### src/periph_defs.svh
`ifndef PERIPH_DEFS_SVH
`define PERIPH_DEFS_SVH

// system clock in Hz for the 40 ns period
`define PERIPH_CLK_FREQ 32'd25000000

// width of the host byte address
`define PERIPH_ADDR_W 6

// address bit that picks the interrupt controller over the timer
`define PERIPH_SEL_BIT 5

// timer register byte offsets
`define TIM_PRE_OFS 5'h00
`define TIM_ARE_OFS 5'h04
`define TIM_CLR_OFS 5'h08
`define TIM_ENA_OFS 5'h0C
`define TIM_MOD_OFS 5'h10
`define TIM_CNT_OFS 5'h14
`define TIM_EVN_OFS 5'h18
`define TIM_EVC_OFS 5'h1C

// interrupt controller register byte offsets
`define IRQ_PEND_OFS 5'h00
`define IRQ_ENA_OFS  5'h04

`endif

### src/periph_pkg.sv
package periph_pkg;

	// one register word, taken whole for arithmetic or lane by lane for
	// byte enabled writes and reads
	typedef union packed {
		logic [31:0]     word;
		logic [3:0][7:0] bytes;
	} periph_word_u;

	// interrupt sources
	// bit 0 is the timer event and bits 3..1 are the external events
	typedef logic [3:0] irq_src_t;

endpackage

### src/periph_bus_if.sv
`timescale 1ns/1ps
`include "periph_defs.svh"

interface periph_bus_if;

	logic                      write;
	logic [3:0]                be;
	logic [`PERIPH_ADDR_W-2:0] addr; // offset inside a region, select bit stripped
	logic [31:0]               wdata;
	logic [31:0]               rdata; // combinational, same cycle as addr and be

	modport host (
		output write, be, addr, wdata,
		input  rdata
	);

	modport device (
		input  write, be, addr, wdata,
		output rdata
	);

endinterface

### src/periph_bus_decoder.sv
`timescale 1ns/1ps
`include "periph_defs.svh"

module periph_bus_decoder (
	input  logic                      write_i,
	input  logic [3:0]                be_i,
	input  logic [`PERIPH_ADDR_W-1:0] addr_i,
	input  logic [31:0]               wdata_i,
	output logic [31:0]               rdata_o,
	periph_bus_if.host                tim_bus,
	periph_bus_if.host                irq_bus
);

	logic irq_sel;

	assign irq_sel = addr_i[`PERIPH_SEL_BIT];

	// ******************************************************************
	// request side
	// ******************************************************************

	// only the chosen region sees the strobe
	assign tim_bus.write = write_i && !irq_sel;
	assign irq_bus.write = write_i && irq_sel;

	// both regions get the same lanes and offset
	assign tim_bus.be    = be_i;
	assign tim_bus.addr  = addr_i[`PERIPH_SEL_BIT-1:0];
	assign tim_bus.wdata = wdata_i;

	assign irq_bus.be    = be_i;
	assign irq_bus.addr  = addr_i[`PERIPH_SEL_BIT-1:0];
	assign irq_bus.wdata = wdata_i;

	// ******************************************************************
	// response side
	// ******************************************************************

	assign rdata_o = irq_sel ? irq_bus.rdata : tim_bus.rdata;

endmodule

### src/timer.sv
`timescale 1ns/1ps
`include "periph_defs.svh"

module timer (
	input  logic         clk_i,
	input  logic         rst_i,
	periph_bus_if.device bus,
	output logic         evt_o
);
	import periph_pkg::*;

	// configuration registers
	periph_word_u pre_q, pre_d;
	periph_word_u are_q, are_d;
	logic         clr_q, clr_d;
	logic         ena_q, ena_d;
	logic         mod_q, mod_d;
	logic         evc_q, evc_d;

	// status registers, read only from the bus
	periph_word_u cnt_q, cnt_d;
	periph_word_u evn_q, evn_d;

	// prescaler state
	logic [31:0] psc_q, psc_d;
	logic [31:0] tc_q, tc_d;

	logic       tick;
	logic       wrap;
	logic [5:0] lane_ofs [4];

	// byte lies inside the 32-bit word starting at base
	function automatic logic word_hit(input logic [5:0] ofs, input logic [4:0] base);
		return ofs[5:2] == {1'b0, base[4:2]};
	endfunction

	// byte is bit 0 of a single bit register
	function automatic logic bit_hit(input logic [5:0] ofs, input logic [4:0] base);
		return ofs == {1'b0, base};
	endfunction

	function automatic logic [7:0] rd_byte(input logic [5:0] ofs);
		logic [7:0] b;
		b = 8'h00; // unmapped and unaligned bytes
		if (word_hit(ofs, `TIM_PRE_OFS))
			b = pre_q.bytes[ofs[1:0]];
		else if (word_hit(ofs, `TIM_ARE_OFS))
			b = are_q.bytes[ofs[1:0]];
		else if (word_hit(ofs, `TIM_CNT_OFS))
			b = cnt_q.bytes[ofs[1:0]];
		else if (word_hit(ofs, `TIM_EVN_OFS))
			b = evn_q.bytes[ofs[1:0]];
		else if (bit_hit(ofs, `TIM_CLR_OFS))
			b = {7'b0, clr_q};
		else if (bit_hit(ofs, `TIM_ENA_OFS))
			b = {7'b0, ena_q};
		else if (bit_hit(ofs, `TIM_MOD_OFS))
			b = {7'b0, mod_q};
		else if (bit_hit(ofs, `TIM_EVC_OFS))
			b = {7'b0, evc_q};
		return b;
	endfunction

	// lane i of the bus word lands at addr+i, which may run past the region
	always_comb begin
		for (int i = 0; i < 4; i++)
			lane_ofs[i] = {1'b0, bus.addr} + 6'(i);
	end

	// ******************************************************************
	// register writes
	// ******************************************************************

	always_comb begin
		pre_d = pre_q;
		are_d = are_q;
		clr_d = clr_q;
		ena_d = ena_q;
		mod_d = mod_q;
		evc_d = evc_q;
		for (int i = 0; i < 4; i++) begin
			if (bus.write && bus.be[i]) begin
				if (word_hit(lane_ofs[i], `TIM_PRE_OFS))
					pre_d.bytes[lane_ofs[i][1:0]] = bus.wdata[8*i +: 8];
				else if (word_hit(lane_ofs[i], `TIM_ARE_OFS))
					are_d.bytes[lane_ofs[i][1:0]] = bus.wdata[8*i +: 8];
				else if (bit_hit(lane_ofs[i], `TIM_CLR_OFS))
					clr_d = bus.wdata[8*i];
				else if (bit_hit(lane_ofs[i], `TIM_ENA_OFS))
					ena_d = bus.wdata[8*i];
				else if (bit_hit(lane_ofs[i], `TIM_MOD_OFS))
					mod_d = bus.wdata[8*i];
				else if (bit_hit(lane_ofs[i], `TIM_EVC_OFS))
					evc_d = bus.wdata[8*i];
			end
		end
	end

	// ******************************************************************
	// prescaler and counters
	// ******************************************************************

	assign tick = ena_q && (psc_q == tc_q);
	assign wrap = tick && (cnt_q.word == are_q.word);

	always_comb begin
		psc_d = tick ? 32'd0 : psc_q + 32'd1;
		// all ones in PRE gives one tick per second
		tc_d  = (&pre_d.word) ? `PERIPH_CLK_FREQ - 32'd1 : pre_d.word;
		cnt_d = cnt_q;
		evn_d = evn_q;
		if (wrap) begin
			cnt_d.word = 32'd0;
			evn_d.word = evn_q.word + 32'd1;
		end else if (tick) begin
			cnt_d.word = mod_q ? cnt_q.word + 32'd1 : cnt_q.word - 32'd1;
		end
		if (clr_q)
			cnt_d.word = 32'd0; // held while the clear bit stays set
		if (evc_q)
			evn_d.word = 32'd0;
	end

	always_ff @(posedge clk_i) begin
		if (rst_i) begin
			pre_q.word <= '1;
			are_q.word <= '1;
			clr_q      <= 1'b0;
			ena_q      <= 1'b1;
			mod_q      <= 1'b0; // count down
			evc_q      <= 1'b0;
			cnt_q.word <= 32'd0;
			evn_q.word <= 32'd0;
			psc_q      <= 32'd0;
			tc_q       <= `PERIPH_CLK_FREQ - 32'd1;
			evt_o      <= 1'b0;
		end else begin
			pre_q <= pre_d;
			are_q <= are_d;
			clr_q <= clr_d;
			ena_q <= ena_d;
			mod_q <= mod_d;
			evc_q <= evc_d;
			cnt_q <= cnt_d;
			evn_q <= evn_d;
			psc_q <= psc_d;
			tc_q  <= tc_d;
			evt_o <= wrap; // one cycle after the wrapping tick
		end
	end

	// ******************************************************************
	// read data
	// ******************************************************************

	always_comb begin
		bus.rdata = 32'd0;
		for (int i = 0; i < 4; i++) begin
			if (bus.be[i])
				bus.rdata[8*i +: 8] = rd_byte(lane_ofs[i]);
		end
	end

endmodule

### src/irq_ctrl.sv
`timescale 1ns/1ps
`include "periph_defs.svh"

module irq_ctrl (
	input  logic                 clk_i,
	input  logic                 rst_i,
	periph_bus_if.device         bus,
	input  periph_pkg::irq_src_t src_i,
	output logic                 irq_o
);
	import periph_pkg::*;

	irq_src_t     pend_q, pend_d;
	irq_src_t     ena_q, ena_d;
	irq_src_t     pend_clr;
	periph_word_u pend_w;
	periph_word_u ena_w;
	logic [5:0]   lane_ofs [4];

	function automatic logic word_hit(input logic [5:0] ofs, input logic [4:0] base);
		return ofs[5:2] == {1'b0, base[4:2]};
	endfunction

	always_comb begin
		for (int i = 0; i < 4; i++)
			lane_ofs[i] = {1'b0, bus.addr} + 6'(i);
	end

	// ******************************************************************
	// pending and enable
	// ******************************************************************

	always_comb begin
		pend_clr = '0;
		ena_d    = ena_q;
		for (int i = 0; i < 4; i++) begin
			if (bus.write && bus.be[i]) begin
				// only byte 0 of each word holds bits
				if (lane_ofs[i] == {1'b0, `IRQ_PEND_OFS})
					pend_clr = bus.wdata[8*i +: 4];
				else if (lane_ofs[i] == {1'b0, `IRQ_ENA_OFS})
					ena_d = bus.wdata[8*i +: 4];
			end
		end
		pend_d = (pend_q & ~pend_clr) | src_i; // a pulse beats a clear in the same cycle
	end

	always_ff @(posedge clk_i) begin
		if (rst_i) begin
			pend_q <= '0;
			ena_q  <= '0;
			irq_o  <= 1'b0;
		end else begin
			pend_q <= pend_d;
			ena_q  <= ena_d;
			irq_o  <= |(pend_q & ena_q);
		end
	end

	// ******************************************************************
	// read data
	// ******************************************************************

	assign pend_w.word = {28'd0, pend_q};
	assign ena_w.word  = {28'd0, ena_q};

	always_comb begin
		bus.rdata = 32'd0;
		for (int i = 0; i < 4; i++) begin
			if (bus.be[i]) begin
				if (word_hit(lane_ofs[i], `IRQ_PEND_OFS))
					bus.rdata[8*i +: 8] = pend_w.bytes[lane_ofs[i][1:0]];
				else if (word_hit(lane_ofs[i], `IRQ_ENA_OFS))
					bus.rdata[8*i +: 8] = ena_w.bytes[lane_ofs[i][1:0]];
			end
		end
	end

endmodule

### src/periph_top.sv
`timescale 1ns/1ps
`include "periph_defs.svh"

module periph_top (
	input  logic                      clk_i,
	input  logic                      rst_i,
	input  logic                      write_i,
	input  logic [3:0]                be_i,
	input  logic [`PERIPH_ADDR_W-1:0] addr_i,
	input  logic [31:0]               wdata_i,
	input  logic [2:0]                ext_evt_i,
	output logic [31:0]               rdata_o,
	output logic                      irq_o
);
	import periph_pkg::*;

	periph_bus_if tim_bus ();
	periph_bus_if irq_bus ();

	logic     tim_evt;
	irq_src_t irq_src;

	assign irq_src = {ext_evt_i, tim_evt}; // timer event sits in bit 0

	periph_bus_decoder decoder_i (
		.write_i (write_i),
		.be_i    (be_i),
		.addr_i  (addr_i),
		.wdata_i (wdata_i),
		.rdata_o (rdata_o),
		.tim_bus (tim_bus),
		.irq_bus (irq_bus)
	);

	timer timer_i (
		.clk_i (clk_i),
		.rst_i (rst_i),
		.bus   (tim_bus),
		.evt_o (tim_evt)
	);

	irq_ctrl irq_ctrl_i (
		.clk_i (clk_i),
		.rst_i (rst_i),
		.bus   (irq_bus),
		.src_i (irq_src),
		.irq_o (irq_o)
	);

endmodule

### config.mk
export PLATFORM = sky130hd
export DESIGN_NAME = periph_top
export DESIGN_NICKNAME = d
export VERILOG_FILES = /design/src/periph_pkg.sv /design/src/periph_bus_if.sv /design/src/periph_bus_decoder.sv /design/src/timer.sv /design/src/irq_ctrl.sv /design/src/periph_top.sv
export VERILOG_INCLUDE_DIRS = /design/src
export SDC_FILE = /design/constraint.sdc
export NUM_CORES = 1
export LEC_CHECK = 0
export BUFFER_PORTS_ARGS = -buffer_cell sky130_fd_sc_hd__buf_4
export CORE_ASPECT_RATIO = 2
export CORE_MARGIN = 10
export CORE_UTILIZATION = 55
export CTS_CLUSTER_DIAMETER = 200
export DETAILED_ROUTE_END_ITERATION = 7
export PLACE_DENSITY = 0.72
export SYNTH_ARGS = -nofsm -noshare
export SYNTH_HDL_FRONTEND = slang
export SYNTH_SLANG_ARGS = --single-unit
### constraint.sdc
create_clock -name clk_i -period 7.2 [get_ports clk_i]
set_input_delay 0.36 -clock clk_i [delete_from_list [all_inputs] [get_ports clk_i]]
set_output_delay 0.36 -clock clk_i [all_outputs]
set_load 0.02 [all_outputs]
==> flow_summary.ini <==
[sta]
drv_slew = 0
finalSetupViolCount = 0
fin_crit_sh_pct = 68.1
rsz0062_at_grt = no
holdWs_ns = 0.0253
tightest_slew_ns = 1.25
maxSlewHeadroom_pct = 16.1
maxClockFrequency_mhz = 204
fin_crit_ns = 4.90
finalHoldViolCount = 0
finalSetupTns_ns = 0
fin_skew_ns = 0.00947

[clock_tree]
ctsRootBufferMaster = clkbuf_16
htreeDepth = 1
cts_resized = 0
cts_setup_buffers = 0
cts.clk_slew.worst_paths_ns = 0.07
numCtsBuffers = 20
cts_sinks = 206
ctsLongestPathBuffers = 3
clkLatencyLatePin_ns = 0.55
cts_tree = done
ctsHoldBuffers = 0

[detailed_routing]
wirelength_um = 83600
vias = 18773
ant_nets = 0
wl_per_cell_um = 31.8
drt_iter0_markers = 2220
first_pass_iters = 8
post-route-drc-count = 9
vias_per_cell = 7.15

[global_routing]
first_global_vias = 18426
grt_max_degree = 82
antenna_found_initial = 1
track_usage_pct = 40.0
grt_pass1_wl_um = 120000
gr-total-overflow = 0

[place]
dp_cells = 2588
gp_congestion = 1.12
port_buffers = 80
hpwlAfterDp_um = 61700
placed_area_um2 = 18500

[critical_path]
worstPathArrival_ns = 5.30
worstPathRequired_ns = 7.60
startpoint_type = input pin
path_class = in2reg
crit_chain = clkbuf_8 > ha_1 > buf_4 > xnor2_1 > buf_4 > a32oi_2 > or2_2 > o21ai_0 > o21ai_0 > a31oi_1 > a2111oi_0 > a41o_2 > nor2_1
cpMaxStageDelayCell = a2111oi_0
crit_path_end_kind = flop
crit_path_max_fanout = 81
r2r_cells = 9
critical_path.max_stage_delay_ns = 0.98

[logic_synthesis]
ys_ff_latch = 206
syn_nets = 2324
synthMuxAreaShare_pct = 18.3
synth.area.top_cells = dfxtp_1 23%, mux4_2 10%, mux2i_1 6.7%
synth_ff_type = dfxtp_1
synthAdderAreaFrac_pct = 2.85
synth_top_area_share_pct = 23.1
yosysSeqAreaShare_pct = 23.1
synth_top_family_by_area = simple AND/OR/NAND/NOR gates
synthSimpleGateAreaFrac_pct = 23.5
synth_compound_area_share_pct = 19.8
ys_top_cells_by_count = 247 x nand2_1, 222 x nor2_1, 206 x dfxtp_1
synth-xor-area-share_pct = 7.53
synth_edf_count = 0
syn_avg_cell_area_um2 = 7.97
synth-async-reset-ratio_pct = 0
ys_types = 89
synth_most_common_cell = nand2_1
yosysWarnings = 0
synth.largest_area_cell = dfxtp_1
syn_area_um2 = 17800
synthCells = 2236

[power_and_ir_drop]
power_frac_comb_pct = 18.2
peakVddDrop_mv = 0.221
netSwitchingFraction_pct = 31.8
p_int_mw = 1.95
p_leak_nw = 7.16
p_sw_uw = 908
clockPowerShare_pct = 40.1
seqPwrFrac_pct = 41.7
cellPowerDensity_nw_per_um2 = 149

[finish]
areaGrowthSynthToFinish_pct = 7.41
drive_above_1_share_pct = 12.6
stdcell_count = 2625
post-route-util_pct = 59.6
nFillCells = 3005
fin_nets = 2271
fin_area_um2 = 19100

[run_status]
violations = design-rule violations
run_status = finished with violations

[job]
maxCapViolCount = 0

[die]
design.die.area_um2 = 40400
fp-row-count = 93
die_w_um = 147
dieHeight_um = 275
start_util_pct = 55.5
io_pins = 81
core-area_um2 = 32100

[worst_hold_path]
min_path_type = in2reg
holdPathStages = 3
## cell usage in the layout (no fill, tap or decap), drive strengths merged, types with 44 or more instances in the layout
cell type and count:
dfxtp 206, nor3 44, nand2b 76, buf 104, nor2 222, mux4 81, o211ai 47, mux2i 120
a21oi 148, nand2 247, nand3 71, xor2 114, o21ai 141
## worst paths after layout
kind	from	slack, ns	end
max	addr_i[0]	2.30	timer_i.tc_q[7]
max reg2reg	timer_i.cnt_q[25]	3.44	timer_i.evn_q[13]
min	ext_evt_i[0]	0.03	irq_ctrl_i.pend_q[1]
min reg2reg	timer_i.evt_o	0.49	irq_ctrl_i.pend_q[0]
## state kept, by name, summed over array words and instances, names as in the netlist, 4 cells and up
register	count
irq_ctrl_i.ena_q	4
irq_ctrl_i.pend_q	4
timer_i.are_q	32
timer_i.cnt_q	32
timer_i.evn_q	32
timer_i.pre_q	32
timer_i.psc_q	32
timer_i.tc_q	32
## critical path, delay by kind of cell
family,cells,cell delay (ns)
xor gates and xnor gates,1,0.09
and+or+nand+nor,2,0.51
adders and majority gates,1,0.36
buffers and inverters,3,1.07
AOI/OAI and AO/OA,6,2.86
## cells by family after synthesis
logic type / count (synthesis)
AOI/OAI and AO/OA: 553
xor gates and xnor gates: 151
adders and majority gates: 40
buffers and inverters: 212
DFF: 206
muxes: 222
and+or+nand+nor: 852
## layer usage
layer  GRT usage (%)  wire length (um)  part of all wire [%]  vias up
met5           0.122                 9                 0.011        -
li1                -                 -                     -     8112
met2            70.7             41600                    50     1287
met3            8.56              7250                   8.7      537
met1            37.6             25200                    30     8835
met4            37.0              9480                    11        2
## stage by stage
step           setup WS [ns]  power (mW)
5_1_grt                 2.21        2.93
6_report                2.30        2.86
4_1_cts                 2.51        2.84
3_5_place_dp            1.97        1.71
2_1_floorplan           2.55        1.53
3_3_place_gp            2.00        1.71
## power by group through the flow
| stage | logic, mW | clock network (mW) | registers [mW] |
|---|---|---|---|
| after global routing | 0.540 | 1.20 | 1.19 |
| after CTS | 0.495 | 1.15 | 1.19 |
| after floorplan | 0.320 | 0 | 1.21 |
| after global placement | 0.489 | 0 | 1.22 |
| final | 0.520 | 1.15 | 1.19 |
| after detailed placement | 0.493 | 0 | 1.22 |
## final cells by class
| cell class | instances | area [um2] | share of cell area (%) |
|---|---|---|---|
| flip-flops and latches | 206 | 4120 | 21.5 |
| diodes | 1 | 2.50 | 0.0131 |
| repair buffers | 105 | 795 | 4.15 |
| well taps | 427 | 534 | 2.79 |
| inverters | 32 | 120 | 0.627 |
| clock buffers | 23 | 533 | 2.78 |
| multi-input cells | 1818 | 12900 | 67.3 |
| clock inverters | 13 | 150 | 0.784 |
Power figures use the tool's default switching activity.
